File: src/common/mm_defs.svh
`ifndef MM_DEFS_SVH
`define MM_DEFS_SVH

// Matrix dimension field width, covers up to 1023 rows or columns
`define MM_DIM_W 10

// Word memory address width
`define MM_ADDR_W 16

// Operand and result word width
`define MM_DATA_W 32

// Accumulator width, wide enough for a full 32x32 signed product
`define MM_ACC_W 64

// Words per memory
`define MM_RAM_DEPTH 256

`endif
File: src/common/mm_pkg.sv
`include "mm_defs.svh"

package mm_pkg;

    // Job dimensions, C is m x n and the inner dimension is k
    typedef struct packed {
        logic [`MM_DIM_W-1:0] m;
        logic [`MM_DIM_W-1:0] n;
        logic [`MM_DIM_W-1:0] k;
    } mm_dims_t;

    // Target of a host load
    typedef enum logic {
        SEL_A = 1'b0,
        SEL_B = 1'b1
    } mm_ram_sel_t;

    // One product request from the sequencer
    typedef struct packed {
        logic [`MM_ADDR_W-1:0] a_addr;
        logic [`MM_ADDR_W-1:0] b_addr;
        logic [`MM_ADDR_W-1:0] c_addr;
        logic                  first;
        logic                  last;
        logic                  final_elem;
        logic                  valid;
    } mm_issue_t;

    // Finished element on its way to the C memory
    typedef struct packed {
        logic [`MM_ADDR_W-1:0] c_addr;
        logic [`MM_DATA_W-1:0] value;
        logic                  final_elem;
        logic                  valid;
    } mm_result_t;

endpackage

File: src/mm_core/mm_mac.sv
`include "mm_defs.svh"

module mm_mac
    import mm_pkg::*;
(
    input  logic                         clk,
    input  logic                         rst_n,
    input  mm_issue_t                    issue,
    input  logic signed [`MM_DATA_W-1:0] a_data,
    input  logic signed [`MM_DATA_W-1:0] b_data,
    output mm_result_t                   result
);

    mm_issue_t tag_q;

    logic signed [`MM_ACC_W-1:0] product;
    logic signed [`MM_ACC_W-1:0] acc;
    logic signed [`MM_ACC_W-1:0] acc_next;

    // Tag waits one cycle for the registered memory read
    always_ff @(posedge clk or negedge rst_n) begin
        if (!rst_n) begin
            tag_q <= '0;
        end else begin
            tag_q <= issue;
        end
    end

    // Full signed product, both operands sign extended
    assign product = a_data * b_data;

    // First product of a dot product seeds the sum directly
    assign acc_next = tag_q.first ? product : acc + product;

    always_ff @(posedge clk) begin
        if (tag_q.valid) begin
            acc <= acc_next;
        end
    end

    // Element leaves together with its last accumulation
    always_ff @(posedge clk or negedge rst_n) begin
        if (!rst_n) begin
            result <= '0;
        end else begin
            result.valid      <= tag_q.valid && tag_q.last;
            result.final_elem <= tag_q.valid && tag_q.last && tag_q.final_elem;
            result.c_addr     <= tag_q.c_addr;
            result.value      <= acc_next[`MM_DATA_W-1:0];
        end
    end

endmodule

File: config.mk
export PLATFORM = sky130hd
export DESIGN_NAME = mm_mac
export DESIGN_NICKNAME = d
export VERILOG_FILES = /design/src/common/mm_pkg.sv /design/src/mm_core/mm_mac.sv
export VERILOG_INCLUDE_DIRS = /design/src /design/src/common
export SDC_FILE = /design/constraint.sdc
export NUM_CORES = 1
export LEC_CHECK = 0
export BUFFER_PORTS_ARGS = -buffer_cell sky130_fd_sc_hd__buf_2
export CAP_MARGIN = 20
export CELL_PAD_IN_SITES_DETAIL_PLACEMENT = 1
export CELL_PAD_IN_SITES_GLOBAL_PLACEMENT = 2
export CORE_ASPECT_RATIO = 0.7
export CORE_MARGIN = 1.5
export CORE_UTILIZATION = 36
export DETAILED_ROUTE_END_ITERATION = 6
export GPL_TIMING_DRIVEN = 0
export MAX_ROUTING_LAYER = met4
export PLACE_DENSITY = 0.89
export REMOVE_ABC_BUFFERS = 1
export SKIP_CTS_REPAIR_TIMING = 1
export SLEW_MARGIN = 0
export SYNTH_ARGS = -nofsm -noshare
export SYNTH_HDL_FRONTEND = slang
export SYNTH_SLANG_ARGS = --single-unit
export TNS_END_PERCENT = 30
File: constraint.sdc
create_clock -name clk -period 2.7 [get_ports clk]
set_input_delay 0.27 -clock clk [delete_from_list [all_inputs] [get_ports clk]]
set_output_delay 0.27 -clock clk [all_outputs]
set_load 0.02 [all_outputs]
# Word level (Yosys, flattened, before mapping)
# Cells that the tools add are included.
# classes
n_addsub	1
n_mul	1
muxes	1
n_reduce_logical	2
# op_table
op	n
$add A64 B64 Y64	1
$mul A32 B32 Y64	1
$mux W64	1
$logic_and A1 B1 Y1	2
# word_totals
register_bits	134
output_inout_bits	50
word_cells	15

# Logic depth before layout (Yosys ltp)
# depth
word_depth	3
ltp_mapped	38
mapped_depth_nobuf	36

# Worst setup path after synthesis
# No wires, ideal clock.
# synth_timing
path_kind	in2reg
start	input port b_data[3]
end	register acc[31] (data pin)
setup_ps	264
arrival_time_ps	8220
t_required_ps	2436
slack_ps	-5785
cell_stages	34
path_buffers	2
path_cell_list	clkbuf_1 > clkbuf_1 > and2_1 > fa_1 > fa_1 > inv_1 > fa_1 > fa_1 > inv_1 > fa_1 > inv_1 > fa_1 > inv_1 > fa_1 > inv_1 > fa_1 > inv_1 > ha_1 > and3_1 > o2bb2ai_1 > a31oi_1 > o41ai_1 > o21ai_0 > nand2b_1 > xor2_1 > ha_1 > a21oi_1 > nand2_1 > a2111oi_4 > a21oi_2 > o41ai_4 > o311ai_1 > xnor2_1 > xnor2_1
# synth_via
elab_chain_len	3
# synth_lines
item	line_no	source
start, declared	mm_mac.sv:10	input logic signed [`MM_DATA_W-1:0] b_data,
$mul A32 B32 Y64 (*)	mm_mac.sv:30	assign product = a_data * b_data;
$add A64 B64 Y64	mm_mac.sv:33	assign acc_next = tag_q.first ? product : acc + product;
$mux W64 (*)	mm_mac.sv:33	
named net acc_next[31]	mm_mac.sv:18	logic signed [`MM_ACC_W-1:0] acc_next;
end signal, assigned	mm_mac.sv:37	acc <= acc_next;
end, declared	mm_mac.sv:17	logic signed [`MM_ACC_W-1:0] acc;
# Mark *: on every way through the listed nets, which the timed path passes. The rest lies on a longest branch.
# A chain may end at the register's enable or synchronous reset.

# Worst setup path in the final report
# layout_timing
start	input port a_data[10]
end	register acc[30] (data pin)
# layout_via
elab_chain_len	3
# layout_lines
item	line_no	source
start, declared	mm_mac.sv:9	input logic signed [`MM_DATA_W-1:0] a_data,
$mul A32 B32 Y64 (*)	mm_mac.sv:30	
$add A64 B64 Y64	mm_mac.sv:33	
$mux W64 (*)	mm_mac.sv:33	
named net acc_next[30]	mm_mac.sv:18	
# Marked as above.

==> summary.md <==
| Metric | Value |
|---|---|
| Worst Tran Pin Value | approximately 0.95 ns |
| First drt pass iteration count | 5 |
| ANT nets after route | 0 |
| DR WL/cell | about 22 microns |
| Family with the most delay on the worst path | adder cells |
| Mapped Cells | ~2200 |
| Setup ws final | -5.68 ns |
| Vias per cell | ~5.1 |
| Fill cell count | roughly 6500 |
| Clock Latency Late Sink | roughly 0.36 ns |
| DRC violations left | 0 |
| Mapped Area | about 21000 sq um |
| Global-route wire length before repair | approximately 100000 microns |
| Clock buffer depth | 2 |
| Initial drt markers | approximately 1000 |
| Initial antenna violation count | 7 |
| Port Buffers | 135 |
| Mean Syn Cell Area | 9.36 sq um |
| Max-slew violations | 0 |
| TritonCTS clock tree | yes |
| Final period utilization | 3.10 |
| CTS clk-pin slew, worst paths | around 0.08 ns |
| Final setup fails | between 50 and 60 |
| Sequential cell area | ~2700 sq um |
| Total CTS buffers | 9 |
| Die Y | just over 200 microns |
| Largest net degree at the start of global routing | 71 |
| Crit path DAT | about 8.5 ns |
| Seq cells post-synth | approximately 100 |
| Slew headroom | 0.366 |
| Root Driver | clkbuf_16 |
| Die area | between 50000 and 60000 sq um |
| Area of the multi-input gates | between 15000 and 20000 sq um |
| Critical path required time | about 2.8 ns |
| RSZ-0062 raised after global routing | true |
| Via count | ~16000 |
| WL final | a little under 70000 microns |
| H-Tree Depth | 3 |
| WP buf/inv | 7 |
| Core region area | 57200 sq um |
| Routability cong. | between 0.8 and 0.9 |
| Core Util, Final | 0.436 |
| Initial Utilization | 0.367 |
| FMAX | between 100 and 150 MHz |
| Num rows | 73 |
| Worst Skew | 0.0142 ns |
| Synthesis Warnings | 0 |
| Number of synthesized flops with an enable pin | 32 |
| Worst r2r src | acc[0] |
| Share of cells above drive strength 1 | 0.181 |
| Crit path largest cell delay | 0.57 ns |
| Critical path fanouts, max | 22 |
| Worst setup path class | in -> reg |
| Maxcap violations | 0 |
| Post-synth ARST share | 0.686 |
| Crit start category | primary input |
| Top FF cell, synth | dfrtp_1 |
| Total gr overflow | 0 |
| Fin crit period | roughly 8.4 ns |
| Fin. Hold Viols | 0 |
| Synth top area cells | fa_1 (39%), ha_1 (11%), inv_1 (8.9%) |
| Number of global-route vias before repair | 17700 |
| Failing checks | setup timing |
| Tot GR Track Use | 0.222 |
| Commonest non-fill, non-tap cell in the layout | inv_1 |
| Hpwl dp | about 49000 microns |
| Hold path start | issue[3] |
| Clock sink count | 102 |
| Hold Crit Class | in -> reg |
| DIE WIDTH | ~290 microns |
| Nets | a little over 3000 |
| Sequential cell area fraction in the yosys report | 0.129 |
| Slowest cell on the critical path | fa_1 |
| Crit. End Element | flip-flop |
| CP startpoint | a_data[10] |
| Most frequent cells in the layout | inv_1 (480), fa_1 (404), and2_1 (277) |
| Status | complete, but fails checks |
| Area delta synth->final | 18.8% |
| I/O pin count | 168 |
| Area leader, netlist | fa_1 |
| Yosys top cell area share | 0.390 |
| Yosys cell types | 58 |
[routing by layer]
layer  vias to the layer above  part of all wire  global-route usage
met3                        80             0.060              0.0322
met5                         -                 0                   -
met4                         0             0.015              0.0324
met2                       502              0.46               0.337
met1                      8500              0.46               0.322
li1                       6910                 -                   -
[Yosys cell counts (11+ instances only)]
| library cell | count |
|---|---|
| nand2_1 | 274 |
| xor2_1 | 30 |
| ha_1 | 183 |
| a21o_1 | 18 |
| o21ai_0 | 38 |
| fa_1 | 409 |
| inv_1 | 500 |
| nor3_1 | 11 |
| dfrtp_1 | 70 |
| o21ai_1 | 15 |
| clkbuf_1 | 92 |
| a21oi_1 | 43 |
| and2_1 | 297 |
| xnor2_1 | 78 |
| nand3_1 | 12 |
| edfxtp_1 | 32 |
| nor2_1 | 32 |
[metrics by stage]
step	setup slack [ns]	cell area, sq um	std cells	hold slack, ns	TNS, ns
global placement	-6.86	22300	3037	0.331	-289.84
finish	-5.68	25000	3117	0.0114	-225.88
detailed placement	-7.04	22300	3038	0.336	-297.24
CTS	-6.70	22600	3054	-0.00319	-277.53
floorplan	-5.48	20700	2152	-0.0256	-220.85
global route	-5.89	25000	3116	0.000338	-237.18
[final cells by class]
type / instances / area share
Multi-Input combinational cell: 1550 / 0.698
Sequential cell: 102 / 0.109
Inverter: 500 / 0.0753
Timing Repair Buffer: 194 / 0.0674
Tap cell: 750 / 0.0376
Clock buffer: 10 / 0.0100
Clock inverter: 6 / 0.00236
Antenna cell: 5 / 0.000501
[kinds of logic after synthesis]
kind of cell | Yosys count | synth area share
buffers and inverters | 593 | 0.106
and+or+nand+nor | 665 | 0.161
muxes | 10 | 0.00536
xor gates and xnor gates | 108 | 0.0450
adders and majority gates | 592 | 0.499
AOI/OAI and AO/OA | 175 | 0.0547
DFF | 102 | 0.129
[registers in the layout (all words and copies together) (netlist names)]
name    cells
tag_q      20
result     50
acc        32
[worst paths after layout]
check | endpoint | slack (ns) | cells past startpoint
setup reg to reg | acc[30] | -0.71 | 12
max in group asynchronous | tag_q[0] | 2.06 | 1
hold / removal | tag_q[3] | 0.01 | 1
min in group asynchronous | result[4] | 0.02 | 1
hold reg to reg | result[44] | 0.34 | 0
setup / recovery | acc[30] | -5.68 | 33
Power is left out: the tool's default activity adds up to more than one toggle a clock period on the data nets, which glitch-free logic cannot reach.
