**config.mk**
```make
export PLATFORM = sky130hd
export DESIGN_NAME = mm_sequencer
export DESIGN_NICKNAME = d
export VERILOG_FILES = /design/src/common/mm_pkg.sv /design/src/mm_core/mm_sequencer.sv
export VERILOG_INCLUDE_DIRS = /design/src /design/src/common
export SDC_FILE = /design/constraint.sdc
export NUM_CORES = 1
export LEC_CHECK = 0
export ABC_AREA = 1
export BUFFER_PORTS_ARGS = -buffer_cell sky130_fd_sc_hd__buf_4
export CORE_ASPECT_RATIO = 1.2
export CORE_UTILIZATION = 30
export DETAILED_ROUTE_END_ITERATION = 10
export PLACE_DENSITY = 0.52
export SLEW_MARGIN = 20
export SYNTH_ARGS = -nofsm -noshare
export SYNTH_HDL_FRONTEND = slang
export SYNTH_SLANG_ARGS = --single-unit
```
**constraint.sdc**
```tcl
create_clock -name clk -period 2.35 [get_ports clk]
set_input_delay 0.705 -clock clk [delete_from_list [all_inputs] [get_ports clk]]
set_output_delay 0.705 -clock clk [all_outputs]
set_load 0.02 [all_outputs]
```
**src/common/mm_defs.svh**
```systemverilog
`ifndef MM_DEFS_SVH
`define MM_DEFS_SVH

// Matrix dimension field width, covers up to 1023 rows or columns
`define MM_DIM_W 10

// Word memory address width
`define MM_ADDR_W 16

// Operand and result word width
`define MM_DATA_W 32

// Accumulator width, wide enough for a full 32x32 signed product
`define MM_ACC_W 64

// Words per memory
`define MM_RAM_DEPTH 256

`endif
```
**src/common/mm_pkg.sv**
```systemverilog
`include "mm_defs.svh"

package mm_pkg;

    // Job dimensions, C is m x n and the inner dimension is k
    typedef struct packed {
        logic [`MM_DIM_W-1:0] m;
        logic [`MM_DIM_W-1:0] n;
        logic [`MM_DIM_W-1:0] k;
    } mm_dims_t;

    // Target of a host load
    typedef enum logic {
        SEL_A = 1'b0,
        SEL_B = 1'b1
    } mm_ram_sel_t;

    // One product request from the sequencer
    typedef struct packed {
        logic [`MM_ADDR_W-1:0] a_addr;
        logic [`MM_ADDR_W-1:0] b_addr;
        logic [`MM_ADDR_W-1:0] c_addr;
        logic                  first;
        logic                  last;
        logic                  final_elem;
        logic                  valid;
    } mm_issue_t;

    // Finished element on its way to the C memory
    typedef struct packed {
        logic [`MM_ADDR_W-1:0] c_addr;
        logic [`MM_DATA_W-1:0] value;
        logic                  final_elem;
        logic                  valid;
    } mm_result_t;

endpackage

```
**src/mm_core/mm_sequencer.sv**
```systemverilog
`include "mm_defs.svh"

module mm_sequencer
    import mm_pkg::*;
(
    input  logic      clk,
    input  logic      rst_n,
    input  logic      start,
    input  mm_dims_t  dims,
    input  logic      done,
    output mm_issue_t issue,
    output logic      busy
);

    localparam int ADDR_W = `MM_ADDR_W;

    mm_dims_t dims_q;
    logic     running;
    logic     start_ok;
    logic     p_end;
    logic     j_end;
    logic     i_end;

    logic [`MM_DIM_W-1:0] i_idx;
    logic [`MM_DIM_W-1:0] j_idx;
    logic [`MM_DIM_W-1:0] p_idx;

    // Running address bases, updated by adding only
    logic [ADDR_W-1:0] a_addr;
    logic [ADDR_W-1:0] b_addr;
    logic [ADDR_W-1:0] c_addr;
    logic [ADDR_W-1:0] a_row_base;
    logic [ADDR_W-1:0] n_ext;
    logic [ADDR_W-1:0] k_ext;

    assign start_ok = start && !busy &&
                      (dims.m != '0) && (dims.n != '0) && (dims.k != '0);

    assign p_end = (p_idx == dims_q.k - 1'b1);
    assign j_end = (j_idx == dims_q.n - 1'b1);
    assign i_end = (i_idx == dims_q.m - 1'b1);

    assign n_ext = ADDR_W'(dims_q.n);
    assign k_ext = ADDR_W'(dims_q.k);

    always_ff @(posedge clk) begin
        if (start_ok) begin
            dims_q <= dims;
        end
    end

    // Loop walk: p fastest, then j, then i
    always_ff @(posedge clk or negedge rst_n) begin
        if (!rst_n) begin
            busy       <= 1'b0;
            running    <= 1'b0;
            i_idx      <= '0;
            j_idx      <= '0;
            p_idx      <= '0;
            a_addr     <= '0;
            b_addr     <= '0;
            c_addr     <= '0;
            a_row_base <= '0;
        end else if (start_ok) begin
            busy       <= 1'b1;
            running    <= 1'b1;
            i_idx      <= '0;
            j_idx      <= '0;
            p_idx      <= '0;
            a_addr     <= '0;
            b_addr     <= '0;
            c_addr     <= '0;
            a_row_base <= '0;
        end else begin
            if (done) begin
                busy <= 1'b0;
            end
            if (running) begin
                if (!p_end) begin
                    p_idx  <= p_idx + 1'b1;
                    a_addr <= a_addr + 1'b1;
                    b_addr <= b_addr + n_ext;
                end else begin
                    p_idx  <= '0;
                    c_addr <= c_addr + 1'b1;
                    if (!j_end) begin
                        // Next column, same row of A
                        j_idx  <= j_idx + 1'b1;
                        a_addr <= a_row_base;
                        b_addr <= ADDR_W'(j_idx) + 1'b1;
                    end else begin
                        // Next row of A, back to column 0 of B
                        j_idx      <= '0;
                        i_idx      <= i_idx + 1'b1;
                        a_row_base <= a_row_base + k_ext;
                        a_addr     <= a_row_base + k_ext;
                        b_addr     <= '0;
                        if (i_end) begin
                            running <= 1'b0;
                        end
                    end
                end
            end
        end
    end

    always_comb begin
        issue.a_addr     = a_addr;
        issue.b_addr     = b_addr;
        issue.c_addr     = c_addr;
        issue.first      = (p_idx == '0);
        issue.last       = p_end;
        issue.final_elem = p_end && j_end && i_end;
        issue.valid      = running;
    end

endmodule

```
# Word-level counts from Yosys, hierarchy flattened
# Index checks and enable logic that the tools add are counted.
op_classes:
  addsub: 11
  eq_ne: 3
  mux: 32
  n_reduce_logical: 17
ops:
  columns: ["operator", "n"]
  rows:
  - ["2-to-1 mux 16 bit", 13]
  - ["2-to-1 mux 10 bit", 11]
  - ["adder 16 x 1 -> 16 bit (second input constant)", 2]
  - ["adder 16 x 10 -> 16 bit", 2]
  - ["adder 10 x 1 -> 10 bit (second input constant)", 3]
  - ["equality test 10 bit", 3]
  - ["nonzero test 10 bit", 3]
  - ["subtractor 10 x 1 -> 10 bit (second input constant)", 3]
  - ["adder 10 x 1 -> 11 bit (second input constant)", 1]
  - ["2-to-1 mux 11 bit", 1]
  - ["zero test 10 bit", 1]
  - ["nonzero test 2 bit", 4]
  - ["2-to-1 mux 1 bit", 7]
  - ["logical AND 1 bit", 6]
  - ["AND reduction 3 bit", 1]
  - ["AND reduction 2 bit", 1]
  - ["zero test 1 bit", 1]
totals:
  register_bits: 126
  inputBits: 34

# Longest topological paths before layout
depth:
  ltp_word: 7
  ltp_mapped: 18

# Worst setup path after synthesis
# No wires, ideal clock.
synth_path:
  path_kind: "reg2out"
  start: "register dims_q[11] (netlist name)"
  end: "output issue[1] (netlist name)"
  t_arrival_ns: 2.022
  required_ns: 1.645
  setup_slack_ns: -0.377
  stages_incl_launch_ff: 16
  n_path_buf: 1
  cell_sequence: "edfxtp_1 inv_1 ha_1 inv_1 nand2_1 nand2_1 nand2_1 nand2_1 nor2_1 nand2_1 nor2_4 nand3_1 inv_1 buf_2 nand3_1 nor2_1"
synth_lines:
  columns: ["element", "line", "text"]
  rows:
  - ["start: declaration", "mm_sequencer.sv:17", "mm_dims_t dims_q;"]
  - ["start signal: assignment", "mm_sequencer.sv:48", "dims_q <= dims;"]
  - ["end: declaration", "mm_sequencer.sv:11", "output mm_issue_t issue,"]

==> metrics.cfg <==
[floorplan]
io_pins = 87
die_area_um2 = 30800
die_x_um = 160
fp.coreArea_um2 = 29600
num_rows = 69
die_y_um = 192
start_util_pct = 30.5

[clocking]
tritoncts = built
cts_buffer_depth = 2
clock_sinks = 126
clk_latency_ns = 0.44
cts_made_buffers = 17
cts_hold_buf = 0
root_buffer = clkbuf_16
cts_htree_levels = 4
clk_pin_slew_ns = 0.06

[drt]
drc = 0
antenna_left = 0
vias_per_cell = 4.71
firstDrtPassIters = 5
num_vias = 8894
drt_iter0_markers = 641
wirelength_um = 27600
post_drt_wl_per_cell_um = 14.6

[logic_synthesis]
yosysUniqueCellTypes = 39
syn_avg_cell_area_um2 = 7.00
synth_edf_count = 30
yosys_warnings = 0
synth.cell_area_um2 = 9040
syn_nets = 1356
synthArstFlopShare_pct = 76.2
syn-instance-count = 1291
synth-seq-cells = 126
yosys_most_used_dff = dfrtp_1
synth-seq-area-share_pct = 36.6

[sta]
timing.final.crit_period_ns = 2.95
rsz0062_at_grt = true
setup_ws_ns = -0.596
tightest_slew_ns = 0.589
finalHoldViolCount = 0
fin_skew_ns = 0.0135
period_share_pct = 125
final_max_slew_viol_count = 0
slew_headroom_pct = 60.3
finalSetupViolations = 61
fmax_mhz = 339
whs_ns = 0.223

[finish]
final_cells = 1890
drive_above_1_share_pct = 21.1
diodes = 0
utilization_pct = 40.0
layout_commonest_cell = nand2_1
fin_nets = 1552
syn2layout_area_growth_pct = 31.0
layout_common_cells = 415 x nand2_1, 206 x buf_4, 138 x inv_1, 125 x nand3_1, 106 x nor2_1

[place]
placed_cells = 1853
gp_congestion = 0.881
io_buffer_count = 86
hpwl_um = 21200

[pwr]
ir_drop_uv = 431
total_power_uw = 8970
leakage_uw = 0.00588
power_density_nw_per_um2 = 758

[critical_path]
crit_family = simple AND/OR/NAND/NOR gates
end_kind = output port
slowest_delay_ns = 0.38
r2r_start = dims_q[1]$_DFFE_PP_
path_depth = 10
worstSetupPathType = flop to output port
worstPathArrival_ns = 2.24
cp-startpoint = dims_q[21]$_DFFE_PP_
cp.required_ns = 1.64
crit_chain = nor2_1 > nand2_1 > xor2_1 > or2_2 > nor2_2 > nand3b_1 > nor2_2 > nand3_4 > nor2_4 > buf_6
worst-path-max-fanout = 3
start_kind = flop
worst-path-buf-inv = 1
worst_path_max_delay_cell = edfxtp_1
path_common_cell = nor2_2
reg2reg_depth = 14

[global_routing]
grt_pass1_wl_um = 44500
grt_max_degree = 37
grt_overflow_total = 0
antenna_found_initial = 0
grt_use_total_pct = 18.5
grt_pass1_vias = 8469

[run_status]
violations = negative setup slack
status = complete, but fails checks

[worst_hold_path]
hp-class = input port to async pin

[job]
cap_violations = 0

## synthesized netlist by cell type (5+ instances only)
master / n / area [µm²]
edfxtp_1: 30 / 901
dfrtp_1: 96 / 2400
nand3b_1: 12 / 90.1
a21oi_1: 33 / 165
nor2_2: 7 / 43.8
o21ai_2: 10 / 87.6
nand4_1: 49 / 307
xnor2_1: 26 / 228
buf_6: 7 / 78.8
nor2_1: 116 / 435
or2_2: 6 / 37.5
nand2_1: 422 / 1580
clkbuf_1: 18 / 67.6
o21ai_1: 21 / 105
o21ai_0: 26 / 130
xor2_1: 47 / 412
nor4_1: 5 / 31.3
ha_1: 29 / 363
inv_1: 146 / 548
buf_2: 8 / 40.0
nor3_1: 19 / 95.1
nand3_1: 129 / 646
## state kept, by name, summed over array words and instances (netlist names)
| name | cells |
|---|---|
| b_addr | 16 |
| p_idx | 10 |
| i_idx | 10 |
| j_idx | 10 |
| dims_q | 30 |
| busy | 1 |
| running | 1 |
| c_addr | 16 |
| a_addr | 16 |
| a_row_base | 16 |
## path summary, 6_finish.rpt
check | to | slack [ns]
max reg2reg | i_idx[7]$_DFFE_PN0P_ | -0.15
max in group asynchronous | j_idx[4]$_DFFE_PN0P_ | 1.57
min in group clk | busy$_DFFE_PN0P_ | 0.44
max | issue[1] | -0.60
min | c_addr[15]$_DFFE_PN0P_ | 0.22
min reg2reg | a_row_base[15]$_DFFE_PN0P_ | 0.50
## layer usage
| layer | global-route usage (%) | wire length (µm) | vias up |
|---|---|---|---|
| met1 | 23.2 | 12500 | 4138 |
| met2 | 31.7 | 13500 | 166 |
| met3 | 2.25 | 852 | 36 |
| li1 | - | - | 4554 |
| met4 | 8.50 | 833 | 0 |
| met5 | 0 | 0 | - |
## power breakdown
group / switching, µW / internal (µW)
clock: 1090 / 1850
combinational: 1730 / 1370
sequential: 363 / 2560
## worst reg2reg max path, delay by kind of cell, from the launching register on
kind | cells | cell delay [ns]
XOR/XNOR | 1 | 0.15
adder cells (fa/ha/maj) | 1 | 0.27
buffers and inverters | 3 | 0.52
flip-flops | 1 | 0.38
AND/OR/NAND/NOR | 9 | 1.06
## stage by stage
stage / instance area, µm² / worst slack [ns] / TNS (ns)
floorplan: 9050 / -0.305 / -0.305
global placement: 11000 / -0.293 / -8.07
global route: 11800 / -0.774 / -23.67
detailed placement: 11000 / -0.303 / -9.89
finish: 11800 / -0.596 / -3.88
CTS: 11800 / -0.655 / -3.54
## logic make-up after synthesis
group,synth area share (%)
buf+inv,8.71
xor+xnor,7.08
flops,36.6
compound gates,5.87
simple gates,37.3
fa+ha+maj,4.46
## repair_timing
item | 4_1_cts | 5_1_grt
setup buffers | 3 | 2
gates resized for setup | 30 | 17
setup endpoints to repair | 86 | 96
pin swaps | 8 | 7
## cell type report
cell class / instances / area [µm²]
clock buffers: 23 / 542
clock inverters: 9 / 116
fillers: 3061 / 17800
inverters: 151 / 574
multi-input cells: 976 / 5100
flip-flops and latches: 126 / 3300
well taps: 390 / 488
repair buffers: 215 / 1710
Note: power is estimated with default switching activity, not from simulation.
